## src/stream_demux_pkg.sv

```systemverilog
package stream_demux_pkg;

    // Beat payload widths.
    localparam int TDATA_W = 16;
    localparam int TDEST_W = 4;

    // Routed outputs and how many of them one stage owns.
    localparam int OUTPUTS = 6;
    localparam int GROUP = 3;

    // One stage per group, the last one may be short.
    localparam int STAGES = (OUTPUTS + GROUP - 1) / GROUP;

    // Transmit ports, the extract port sits at index OUTPUTS.
    localparam int PORTS = OUTPUTS + 1;
    localparam int PORT_W = $clog2(PORTS);

    typedef logic [TDATA_W-1:0] tdata_t;
    typedef logic [TDEST_W-1:0] tdest_t;
    typedef logic [PORT_W-1:0] port_t;

    // Routing table, entry i is the tdest value accepted by output i.
    // Values 2 to 7 are routed, everything else goes to extract.
    localparam tdest_t MAP [OUTPUTS] = '{
        4'd2,
        4'd3,
        4'd4,
        4'd5,
        4'd6,
        4'd7
    };

endpackage

```

## src/stream_reg_slice.sv

```systemverilog
`timescale 1ns/1ns

module stream_reg_slice (
    input  logic                      aclk,
    input  logic                      areset_n,
    input  logic                      rx_tvalid,
    output logic                      rx_tready,
    input  stream_demux_pkg::tdata_t  rx_tdata,
    input  stream_demux_pkg::tdest_t  rx_tdest,
    input  logic                      rx_tlast,
    output logic                      tx_tvalid,
    input  logic                      tx_tready,
    output stream_demux_pkg::tdata_t  tx_tdata,
    output stream_demux_pkg::tdest_t  tx_tdest,
    output logic                      tx_tlast
);
    // Main register drives tx, skid register catches the beat taken
    // while tx is stalled.
    logic main_valid;
    logic skid_valid;
    logic main_valid_d;
    logic skid_valid_d;
    logic ready_q;
    logic rx_fire;
    logic load_main;
    logic load_skid;
    logic unload_skid;
    stream_demux_pkg::tdata_t skid_tdata;
    stream_demux_pkg::tdest_t skid_tdest;
    logic skid_tlast;

    assign rx_fire = rx_tvalid && ready_q;

    // Next state of both valid flags and the payload moves.
    always_comb begin
        main_valid_d = main_valid;
        skid_valid_d = skid_valid;
        load_main = 1'b0;
        load_skid = 1'b0;
        unload_skid = 1'b0;
        if (skid_valid) begin
            // Ready is low here, so only the drain of the skid entry matters.
            if (tx_tready) begin
                skid_valid_d = 1'b0;
                unload_skid = 1'b1;
            end
        end else if (rx_fire) begin
            if (!main_valid || tx_tready) begin
                main_valid_d = 1'b1;
                load_main = 1'b1;
            end else begin
                skid_valid_d = 1'b1;
                load_skid = 1'b1;
            end
        end else if (tx_tready) begin
            main_valid_d = 1'b0;
        end
    end

    always_ff @(posedge aclk or negedge areset_n) begin
        if (!areset_n) begin
            main_valid <= 1'b0;
            skid_valid <= 1'b0;
            ready_q <= 1'b0;
        end else begin
            main_valid <= main_valid_d;
            skid_valid <= skid_valid_d;
            // Registered ready, high whenever the skid entry is free.
            ready_q <= !skid_valid_d;
        end
    end

    // Payload registers.
    always_ff @(posedge aclk) begin
        if (load_main) begin
            tx_tdata <= rx_tdata;
            tx_tdest <= rx_tdest;
            tx_tlast <= rx_tlast;
        end else if (unload_skid) begin
            tx_tdata <= skid_tdata;
            tx_tdest <= skid_tdest;
            tx_tlast <= skid_tlast;
        end
        if (load_skid) begin
            skid_tdata <= rx_tdata;
            skid_tdest <= rx_tdest;
            skid_tlast <= rx_tlast;
        end
    end

    assign tx_tvalid = main_valid;
    assign rx_tready = ready_q;

endmodule

```

## src/stream_demux_stage.sv

```systemverilog
`timescale 1ns/1ns

module stream_demux_stage #(
    parameter int STAGE = 0
) (
    input  logic                      aclk,
    input  logic                      areset_n,
    input  logic                      prev_tvalid,
    output logic                      prev_tready,
    input  stream_demux_pkg::tdata_t  prev_tdata,
    input  stream_demux_pkg::tdest_t  prev_tdest,
    input  logic                      prev_tlast,
    output logic [stream_demux_pkg::GROUP-1:0] tx_tvalid,
    input  logic [stream_demux_pkg::GROUP-1:0] tx_tready,
    output stream_demux_pkg::tdata_t  tx_tdata [stream_demux_pkg::GROUP],
    output stream_demux_pkg::tdest_t  tx_tdest [stream_demux_pkg::GROUP],
    output logic [stream_demux_pkg::GROUP-1:0] tx_tlast,
    output logic                      next_tvalid,
    input  logic                      next_tready,
    output stream_demux_pkg::tdata_t  next_tdata,
    output stream_demux_pkg::tdest_t  next_tdest,
    output logic                      next_tlast
);
    localparam int GROUP = stream_demux_pkg::GROUP;
    // First table row owned by this stage.
    localparam int BASE = STAGE * GROUP;
    localparam int REMAIN = stream_demux_pkg::OUTPUTS - BASE;
    // The last stage may own fewer rows than a full group.
    localparam int WIDTH = (GROUP < REMAIN) ? GROUP : REMAIN;
    localparam int SEL_W = $clog2(GROUP + 1);

    // Lanes 0 to GROUP-1 are the local outputs, lane GROUP is next.
    logic [GROUP-1:0] hit;
    logic [SEL_W-1:0] sel;
    logic [GROUP:0] lane_tready;
    logic [GROUP:0] lane_rdy;
    logic [GROUP:0] lane_valid;
    logic [GROUP:0] lane_tlast;
    stream_demux_pkg::tdata_t lane_tdata [GROUP+1];
    stream_demux_pkg::tdest_t lane_tdest [GROUP+1];
    logic prev_fire;

    // Compare tdest with every owned row at once.
    for (genvar i = 0; i < GROUP; i++) begin : g_match
        if (i < WIDTH) begin : g_row
            assign hit[i] = (prev_tdest == stream_demux_pkg::MAP[BASE+i]);
        end else begin : g_pad
            assign hit[i] = 1'b0;
        end
    end

    // Lowest matching row wins, no match falls through to next.
    always_comb begin
        sel = SEL_W'(GROUP);
        for (int i = GROUP - 1; i >= 0; i--) begin
            if (hit[i]) begin
                sel = SEL_W'(i);
            end
        end
    end

    // Only the chosen lane can hold off the incoming beat.
    assign prev_tready = lane_rdy[sel];
    assign prev_fire = prev_tvalid && prev_tready;
    assign lane_tready = {next_tready, tx_tready};

    for (genvar l = 0; l <= GROUP; l++) begin : g_lane
        logic main_valid;
        logic skid_valid;
        logic main_valid_d;
        logic skid_valid_d;
        logic rdy_q;
        logic load;
        logic load_main;
        logic load_skid;
        logic unload_skid;
        stream_demux_pkg::tdata_t main_tdata;
        stream_demux_pkg::tdest_t main_tdest;
        logic main_tlast;
        stream_demux_pkg::tdata_t skid_tdata;
        stream_demux_pkg::tdest_t skid_tdest;
        logic skid_tlast;

        assign load = prev_fire && (sel == SEL_W'(l));

        always_comb begin
            main_valid_d = main_valid;
            skid_valid_d = skid_valid;
            load_main = 1'b0;
            load_skid = 1'b0;
            unload_skid = 1'b0;
            if (skid_valid) begin
                if (lane_tready[l]) begin
                    skid_valid_d = 1'b0;
                    unload_skid = 1'b1;
                end
            end else if (load) begin
                // Straight into main when it is empty or draining.
                if (!main_valid || lane_tready[l]) begin
                    main_valid_d = 1'b1;
                    load_main = 1'b1;
                end else begin
                    skid_valid_d = 1'b1;
                    load_skid = 1'b1;
                end
            end else if (lane_tready[l]) begin
                main_valid_d = 1'b0;
            end
        end

        always_ff @(posedge aclk or negedge areset_n) begin
            if (!areset_n) begin
                main_valid <= 1'b0;
                skid_valid <= 1'b0;
                rdy_q <= 1'b0;
            end else begin
                main_valid <= main_valid_d;
                skid_valid <= skid_valid_d;
                rdy_q <= !skid_valid_d;
            end
        end

        always_ff @(posedge aclk) begin
            if (load_main) begin
                main_tdata <= prev_tdata;
                main_tdest <= prev_tdest;
                main_tlast <= prev_tlast;
            end else if (unload_skid) begin
                main_tdata <= skid_tdata;
                main_tdest <= skid_tdest;
                main_tlast <= skid_tlast;
            end
            if (load_skid) begin
                skid_tdata <= prev_tdata;
                skid_tdest <= prev_tdest;
                skid_tlast <= prev_tlast;
            end
        end

        assign lane_rdy[l] = rdy_q;
        assign lane_valid[l] = main_valid;
        assign lane_tlast[l] = main_tlast;
        assign lane_tdata[l] = main_tdata;
        assign lane_tdest[l] = main_tdest;
    end

    // Local lanes out to tx, last lane out to next.
    assign tx_tvalid = lane_valid[GROUP-1:0];
    assign tx_tlast = lane_tlast[GROUP-1:0];
    for (genvar i = 0; i < GROUP; i++) begin : g_tx
        assign tx_tdata[i] = lane_tdata[i];
        assign tx_tdest[i] = lane_tdest[i];
    end

    assign next_tvalid = lane_valid[GROUP];
    assign next_tlast = lane_tlast[GROUP];
    assign next_tdata = lane_tdata[GROUP];
    assign next_tdest = lane_tdest[GROUP];

endmodule

```

## src/stream_demux_top.sv

```systemverilog
`timescale 1ns/1ns

module stream_demux_top (
    input  logic                      aclk,
    input  logic                      areset_n,
    input  logic                      rx_tvalid,
    output logic                      rx_tready,
    input  stream_demux_pkg::tdata_t  rx_tdata,
    input  stream_demux_pkg::tdest_t  rx_tdest,
    input  logic                      rx_tlast,
    output logic [stream_demux_pkg::PORTS-1:0] tx_tvalid,
    input  logic [stream_demux_pkg::PORTS-1:0] tx_tready,
    output stream_demux_pkg::tdata_t  tx_tdata [stream_demux_pkg::PORTS],
    output stream_demux_pkg::tdest_t  tx_tdest [stream_demux_pkg::PORTS],
    output logic [stream_demux_pkg::PORTS-1:0] tx_tlast
);
    localparam int GROUP = stream_demux_pkg::GROUP;
    localparam int STAGES = stream_demux_pkg::STAGES;
    localparam int OUTPUTS = stream_demux_pkg::OUTPUTS;

    // Chain links, link s feeds stage s and link STAGES feeds extract.
    logic [STAGES:0] link_tvalid;
    logic [STAGES:0] link_tready;
    logic [STAGES:0] link_tlast;
    stream_demux_pkg::tdata_t link_tdata [STAGES+1];
    stream_demux_pkg::tdest_t link_tdest [STAGES+1];

    // Input slice decouples rx from stage 0.
    stream_reg_slice u_rx_slice (
        .aclk      (aclk),
        .areset_n  (areset_n),
        .rx_tvalid (rx_tvalid),
        .rx_tready (rx_tready),
        .rx_tdata  (rx_tdata),
        .rx_tdest  (rx_tdest),
        .rx_tlast  (rx_tlast),
        .tx_tvalid (link_tvalid[0]),
        .tx_tready (link_tready[0]),
        .tx_tdata  (link_tdata[0]),
        .tx_tdest  (link_tdest[0]),
        .tx_tlast  (link_tlast[0])
    );

    for (genvar s = 0; s < STAGES; s++) begin : g_stage
        localparam int BASE = s * GROUP;
        localparam int REMAIN = OUTPUTS - BASE;
        localparam int WIDTH = (GROUP < REMAIN) ? GROUP : REMAIN;

        logic [GROUP-1:0] st_tvalid;
        logic [GROUP-1:0] st_tready;
        logic [GROUP-1:0] st_tlast;
        stream_demux_pkg::tdata_t st_tdata [GROUP];
        stream_demux_pkg::tdest_t st_tdest [GROUP];

        stream_demux_stage #(
            .STAGE (s)
        ) u_stage (
            .aclk        (aclk),
            .areset_n    (areset_n),
            .prev_tvalid (link_tvalid[s]),
            .prev_tready (link_tready[s]),
            .prev_tdata  (link_tdata[s]),
            .prev_tdest  (link_tdest[s]),
            .prev_tlast  (link_tlast[s]),
            .tx_tvalid   (st_tvalid),
            .tx_tready   (st_tready),
            .tx_tdata    (st_tdata),
            .tx_tdest    (st_tdest),
            .tx_tlast    (st_tlast),
            .next_tvalid (link_tvalid[s+1]),
            .next_tready (link_tready[s+1]),
            .next_tdata  (link_tdata[s+1]),
            .next_tdest  (link_tdest[s+1]),
            .next_tlast  (link_tlast[s+1])
        );

        // Owned lanes map onto their tx ports, padding lanes stay idle.
        for (genvar n = 0; n < GROUP; n++) begin : g_port
            if (n < WIDTH) begin : g_used
                assign tx_tvalid[BASE+n] = st_tvalid[n];
                assign tx_tdata[BASE+n] = st_tdata[n];
                assign tx_tdest[BASE+n] = st_tdest[n];
                assign tx_tlast[BASE+n] = st_tlast[n];
                assign st_tready[n] = tx_tready[BASE+n];
            end else begin : g_pad
                assign st_tready[n] = 1'b0;
            end
        end
    end

    // Leftovers of the last stage leave through the extract port.
    stream_reg_slice u_extract_slice (
        .aclk      (aclk),
        .areset_n  (areset_n),
        .rx_tvalid (link_tvalid[STAGES]),
        .rx_tready (link_tready[STAGES]),
        .rx_tdata  (link_tdata[STAGES]),
        .rx_tdest  (link_tdest[STAGES]),
        .rx_tlast  (link_tlast[STAGES]),
        .tx_tvalid (tx_tvalid[OUTPUTS]),
        .tx_tready (tx_tready[OUTPUTS]),
        .tx_tdata  (tx_tdata[OUTPUTS]),
        .tx_tdest  (tx_tdest[OUTPUTS]),
        .tx_tlast  (tx_tlast[OUTPUTS])
    );

endmodule

```

## config.mk

```make
export PLATFORM = sky130hd
export DESIGN_NAME = stream_demux_top
export DESIGN_NICKNAME = d
export VERILOG_FILES = /design/src/stream_demux_pkg.sv /design/src/stream_reg_slice.sv /design/src/stream_demux_stage.sv /design/src/stream_demux_top.sv
export SDC_FILE = /design/constraint.sdc
export NUM_CORES = 1
export LEC_CHECK = 0
export ABC_AREA = 1
export BUFFER_PORTS_ARGS = -buffer_cell sky130_fd_sc_hd__buf_2
export CAP_MARGIN = 10
export CORE_ASPECT_RATIO = 1.75
export CORE_MARGIN = 2
export CORE_UTILIZATION = 40
export CTS_BUF_LIST = sky130_fd_sc_hd__clkbuf_4
export DETAILED_ROUTE_END_ITERATION = 6
export HOLD_SLACK_MARGIN = 0.1
export MAX_ROUTING_LAYER = met4
export PLACE_DENSITY = 0.63
export SLEW_MARGIN = 20
export SYNTH_ARGS = -nofsm -noshare
export SYNTH_HDL_FRONTEND = slang
export SYNTH_SLANG_ARGS = --single-unit
export TNS_END_PERCENT = 100
```

## constraint.sdc

```tcl
create_clock -name aclk -period 2.8 [get_ports aclk]
set_input_delay 0.56 -clock aclk [delete_from_list [all_inputs] [get_ports aclk]]
set_output_delay 0.56 -clock aclk [all_outputs]
set_load 0.02 [all_outputs]
```

==> reports/results.tsv, run 1 <==
metric	value	unit
outcome	complete, no violations	
antenna_found_initial	1	
clock_latency	0.80	ns
dieWidth	160	microns
synthesis.nets	1200	
synth_top_area_share	74.3	%
finalSetupViolCount	0	
nFillCells	3636	
synth.area.top_cells	edfxtp_1 (74%), nand2_1 (5.6%), dfrtp_1 (4.4%), o21ai_0 (2.5%), inv_1 (2.3%)	
arrival	2.92	ns
drt_drc_violations_left	0	
dieArea	44200	sq um
cts_buffers	100	
io_pins	186	
synth_cells	1169	
core	41700	sq um
clock_sinks	450	
cts_tree	done	
layout_common_cells	edfxtp_1 (420), nand2_1 (254), buf_2 (185), clkbuf_4 (137), inv_1 (103)	
dpl.hpwl	24800	microns
end_kind	flip-flop	
startpoint_type	flip-flop	
cellPowerDensity	709	nW/um^2
grt_pass1_wl	54300	microns
ys_types	31	
finClkSkew	0.0452	ns
ant_nets	0	
wl_per_cell	16.6	microns
relSlewSlack	35.3	%
peakVddDrop	0.449	mV
via_count	9689	
place_area	18500	sq um
slowest_delay	0.52	ns
hold_viol	0	
power.total	14.3	mW
drt_iter0_markers	516	
p_leak	8.14	nW
synth_largest_area_cell	edfxtp_1	
cts_max_level	3	
cts_setup_buffers	0	
wl	34900	microns
crit_slowest_cell	edfxtp_1	
crit_type	flip-flop to flip-flop	
worst_pin_slew	0.970	ns
drv_slew	0	
row_count	99	
chipHeight	277	microns
fin_setup_tns	0	ns
cts_resized	0	
initial_utilization	40.7	%
post-route-util	48.4	%
drive_gt1_share	30.3	%
max-cap-violations	0	
crit_chain	nor2_2 > nand2_2 > nand3_2 > nand2_2 > nor3_4 > nand3_1 > nor2_2 > buf_4	
multi_input_area	2890	sq um
yosysWarnings	0	
postCtsHoldBufs	30	
fin_nets	1499	
min_period_over_period	88.5	%
area_growth	19.1	%
final-seq-area	13400	sq um
worst_ep_required_time	3.24	ns
seq_area_frac_synth	78.7	%
portBuffers	185	
clk_path_buf_depth	3	
synth_area	17000	sq um
clk_pin_slew	0.07	ns
place_congestion	0.890	
max_freq	403	MHz
hold_path_class	input pin to asynchronous set/reset pin	
rsz0062_at_grt	false	
grt_pass1_vias	10200	
avgSynthCellArea	14.5	sq um
cts-root-buf	clkbuf_4	
synth.ff_latch_count	450	
viasPerCell	4.60	
cp_max_fo	21	
grt.overflow.total	0	
dr.pass1.iters	4	
grt_max_degree	44	
grt_usage	16.5	%
finalCriticalPeriod	2.48	ns
final_area	20200	sq um
final_common_cell	edfxtp_1	
[metrics by stage]
stage | hold slack, ns | worst slack, ns | instances
final | 0.359 | 0.321 | 2105
after global routing | 0.393 | 0.103 | 2105
after CTS | 0.319 | 0.314 | 2104
after detailed placement | 0.435 | 0.344 | 1891
after global placement | 0.433 | 0.368 | 1891
after floorplan | 0.264 | 0.0727 | 1169
[critical path, delay by kind of cell (launching register included)]
family	cells	cell delay [ns]
buf+inv	1	0.32
flops	1	0.52
simple gates	7	1.25
[logic make-up after synthesis]
logic type             Yosys count  share of synthesized area [%]
buffers and inverters          161                           4.62
AOI/OAI and AO/OA              147                           4.64
DFF                            450                           78.7
muxes                           21                           1.39
and+or+nand+nor                390                           10.6
[routing by layer]
| metal | track usage [%] | up-vias | routed length (microns) |
|---|---|---|---|
| li1 | - | 4767 | - |
| met1 | 16.2 | 4598 | 12600 |
| met2 | 30.8 | 258 | 19800 |
| met3 | 2.88 | 66 | 1340 |
| met4 | 8.32 | 0 | 1120 |
| met5 | - | - | 0 |
[cells in the mapped netlist, drive strengths merged]
| master | number |
|---|---|
| nand3b | 3 |
| nand3 | 35 |
| nand2 | 277 |
| nand4 | 26 |
| buf | 45 |
| edfxtp | 420 |
| o22ai | 1 |
| a21oi | 5 |
| o21ai | 140 |
| nor3 | 3 |
| inv | 105 |
| clkinv | 1 |
| dfrtp | 30 |
| or2 | 7 |
| o211ai | 1 |
| nor2 | 39 |
| mux2 | 21 |
| clkbuf | 10 |
[state kept, by name, summed over array words and instances, names as in the netlist, 2 cells and up]
name	cells
g_stage.u_stage.g_lane.main_tdata	96
g_stage.u_stage.g_lane.main_tdest	24
g_stage.u_stage.g_lane.main_tlast	6
g_stage.u_stage.g_lane.main_valid	6
g_stage.u_stage.g_lane.rdy_q	8
g_stage.u_stage.g_lane.skid_tdata	128
g_stage.u_stage.g_lane.skid_tdest	32
g_stage.u_stage.g_lane.skid_tlast	8
g_stage.u_stage.g_lane.skid_valid	8
g_stage.u_stage.next_tdata	32
g_stage.u_stage.next_tdest	8
g_stage.u_stage.next_tlast	2
g_stage.u_stage.next_tvalid	2
u_extract_slice.skid_tdata	16
u_extract_slice.skid_tdest	4
u_extract_slice.tx_tdata	16
u_extract_slice.tx_tdest	4
u_rx_slice.skid_tdata	16
u_rx_slice.skid_tdest	4
u_rx_slice.tx_tdata	16
u_rx_slice.tx_tdest	4
[path summary, 6_finish.rpt]
kind | from | endpoint | slack [ns] | depth (start not counted)
setup / recovery | u_rx_slice.tx_tdest[0] | g_stage[0].u_stage.g_lane[0].skid_tdata[2] | 0.32 | 8
hold / removal | areset_n | g_stage[0].u_stage.g_lane[0].skid_valid | 0.36 | 2
setup reg to reg | u_rx_slice.tx_tdest[0] | g_stage[0].u_stage.g_lane[0].skid_tdata[2] | 0.32 | 8
hold reg to reg | g_stage[1].u_stage.next_tdata[0] | u_extract_slice.skid_tdata[0] | 0.42 | 0
max in group asynchronous | areset_n | g_stage[1].u_stage.g_lane[0].main_valid | 1.94 | 2
min in group aclk | g_stage[1].u_stage.next_tdata[0] | u_extract_slice.skid_tdata[0] | 0.42 | 0
[layout make-up]
class	instances	area share [%]
tap	555	3.43
clock buffer	137	5.09
inverter	106	1.97
timing repair buffer	252	7.50
clock inverter	46	1.62
antenna	1	0.0124
sequential	450	66.1
multi-input combinational	558	14.3
[where the power goes]
part	leakage (nW)	switching (mW)	internal (mW)
Sequential	4.20	0.172	7.79
Combinational	3.16	0.744	0.375
Clock	0.786	2.50	2.75
Power figures use the tool's default switching activity.
==> inputs of run 2 (changes only) <==
CORE_UTILIZATION = 50   (was 40)
PLACE_DENSITY = 0.75   (was 0.63)
==> reports/results.tsv, run 2 (same netlist as run 1, synthesis figures left out) <==
metric	value	unit	change
hold_path_class	input pin to flip-flop		was input pin to asynchronous set/reset pin
cts_buffers	95		was 100
startpoint_type	flip-flop		unchanged
critPathCapture	g_stage[1].u_stage.g_lane[1].main_tdest[1]		was g_stage[0].u_stage.g_lane[0].skid_tdata[2]
chipHeight	248	microns	was 277 microns
ant_nets	0		unchanged
cts_resized	0		unchanged
clk_pin_slew	0.07	ns	about the same
largest_reg_flops	128		unchanged
cts_max_level	3		unchanged
grt_usage	19.7	%	was 16.5%
drt_drc_violations_left	0		unchanged
place_congestion	0.916		was 0.890
relSlewSlack	28.8	%	was 35.3%
r2r-start	g_stage[0].u_stage.next_tdest[3]		was u_rx_slice.tx_tdest[0]
layout_common_cells	edfxtp_1 (420), nand2_1 (254), buf_2 (185), clkbuf_4 (139), inv_1 (103)		was edfxtp_1 (420), nand2_1 (254), buf_2 (185), clkbuf_4 (137), inv_1 (103)
row_count	89		was 99
clk_path_buf_depth	3		unchanged
min_period_over_period	87.7	%	was 88.5%
end_kind	flip-flop		unchanged
finalSetupViolCount	0		unchanged
fin_nets	1494		was 1,499
drive_gt1_share	30.2	%	was 30.3%
cp_max_fo	29		was 21
initial_utilization	50.5	%	was 40.7%
p_leak	8.09	nW	was 8.14 nW
core	33600	sq um	was 41,700 sq um
wl	33000	microns	was 34,900 microns
worst_ep_required_time	3.22	ns	was 3.24 ns
finalCriticalPeriod	2.46	ns	was 2.48 ns
dieArea	35500	sq um	was 44,200 sq um
post-route-util	59.4	%	was 48.4%
final_common_cell	edfxtp_1		unchanged
rsz0062_at_grt	false		unchanged
portBuffers	185		unchanged
arrival	2.88	ns	was 2.92 ns
fin_setup_tns	0	ns	unchanged
peakVddDrop	0.366	mV	was 0.449 mV
worst_pin_slew	1.07	ns	was 0.970 ns
antenna_found_initial	2		was 1
nFillCells	2651		was 3,636
cts_tree	done		unchanged
dpl.hpwl	23300	microns	was 24,800 microns
hold_viol	0		unchanged
cellPowerDensity	694	nW/um^2	was 709 nW/um^2
outcome	complete, no violations		unchanged
largest_register	g_stage.u_stage.g_lane.skid_tdata		unchanged
crit_type	flip-flop to flip-flop		unchanged
max-cap-violations	0		unchanged
dr.pass1.iters	7		was 4
grt_pass1_wl	51800	microns	was 54,300 microns
via_count	9920		was 9,689
viasPerCell	4.97		was 4.60
area_growth	17.6	%	was 19.1%
grt.overflow.total	0		unchanged
clock_latency	0.79	ns	was 0.80 ns
regToRegSetupSlack	0.34	ns	was 0.32 ns
r2r-end	g_stage[1].u_stage.g_lane[1].main_tdest[1]		was g_stage[0].u_stage.g_lane[0].skid_tdata[2]
finClkSkew	0.0553	ns	was 0.0452 ns
ff2ff_path_depth	10		was 8
cp-startpoint	g_stage[0].u_stage.next_tdest[3]		was u_rx_slice.tx_tdest[0]
drv_slew	0		unchanged
reg.largest.list	g_stage.u_stage.g_lane.skid_tdata x128, g_stage.u_stage.g_lane.main_tdata x96		unchanged
max_freq	407	MHz	was 403 MHz
grt_pass1_vias	10200		about the same
cts-root-buf	clkbuf_4		unchanged
dieWidth	143	microns	was 160 microns
wl_per_cell	16.5	microns	was 16.6 microns
grt_max_degree	44		unchanged
hold_path_depth	3		
clock_sinks	450		unchanged
io_pins	186		unchanged
drt_iter0_markers	623		was 516
## run 2: cell count changes in the layout (fill, tap and decap cells not counted), moves of 2 or more
cell,before,now
clkbuf_4,137,139
clkinv_1,30,26
clkinv_2,9,4
clkinvlp_4,2,0
o21ai_2,16,18
buf_12,1,4
bufinv_16,5,1
dlygate4sd3_1,30,28
o21ai_4,2,0
## run 2: final cells by class
type,instances,area [sq um],share of cell area (%)
antenna,2,5.00,0.0251
tap,455,569,2.85
timing repair buffer,252,1550,7.76
clock inverter,33,165,0.827
inverter,106,398,1.99
sequential,450,13400,66.9
multi-input combinational,558,2870,14.4
clock buffer,139,1040,5.23
## run 2: stage by stage
stage / setup WS, ns / instance area (sq um) / hold WS, ns / std cells / total power, mW
2_1_floorplan: 0.0727 / 17000 / 0.264 / 1169 / 8.84
3_3_place_gp: 0.285 / 18400 / 0.433 / 1791 / 9.16
3_5_place_dp: 0.238 / 18400 / 0.434 / 1791 / 9.22
4_1_cts: 0.192 / 19900 / 0.102 / 1991 / 14.0
5_1_grt: 0.112 / 20000 / 0.182 / 1995 / 14.5
6_report: 0.344 / 20000 / 0.171 / 1995 / 13.9
## run 2: routing by layer
metal  GRT usage (%)  vias up  part of all wire (%)
li1                -     4752                     -
met1            19.7     4735                    35
met2            35.4      343                    55
met3            3.74       90                   4.8
met4            11.7        0                   4.9
met5               -        -                     0
## run 2: how the worst min path moves through the flow
stage,startpoint,end,slack (ns)
2_1_floorplan,areset_n,g_stage[0].u_stage.g_lane[0].main_valid,0.26
3_5_place_dp,g_stage[1].u_stage.next_tdata[13],u_extract_slice.skid_tdata[13],0.43
5_1_grt,rx_tvalid,u_rx_slice.skid_valid,0.18
3_3_place_gp,g_stage[1].u_stage.next_tdata[13],u_extract_slice.skid_tdata[13],0.43
6_report,tx_tready[6],u_extract_slice.rx_tready,0.17
4_1_cts,rx_tvalid,u_rx_slice.skid_valid,0.10
## run 2: worst max-delay path, stage by stage, from the launching register on
cell      delay, ns
edfxtp_1       0.52
nor2_2         0.19
nand2_2        0.11
nand2_1        0.07
nand2_1        0.05
clkinv_1       0.05
nand2_2        0.12
nor2_8         0.22
nand3b_4       0.29
o21ai_2        0.13
buf_4          0.33
## run 2: power breakdown
part           internal, mW  leakage [nW]  switching, mW  total, mW
combinational         0.374          3.16          0.746       1.12
sequential             7.79          4.20          0.175       7.97
clock                  2.38         0.721           2.40       4.78
total                  10.5          8.09           3.32       13.9
## run 2: timing repair
| action | 4_1_cts | 5_1_grt |
|---|---|---|
| hold buffers | 28 | 0 |
| setup endpoints to repair | 0 | 9 |
| buffers inserted | 0 | 2 |
| hold endpoints to repair | 86 | 0 |
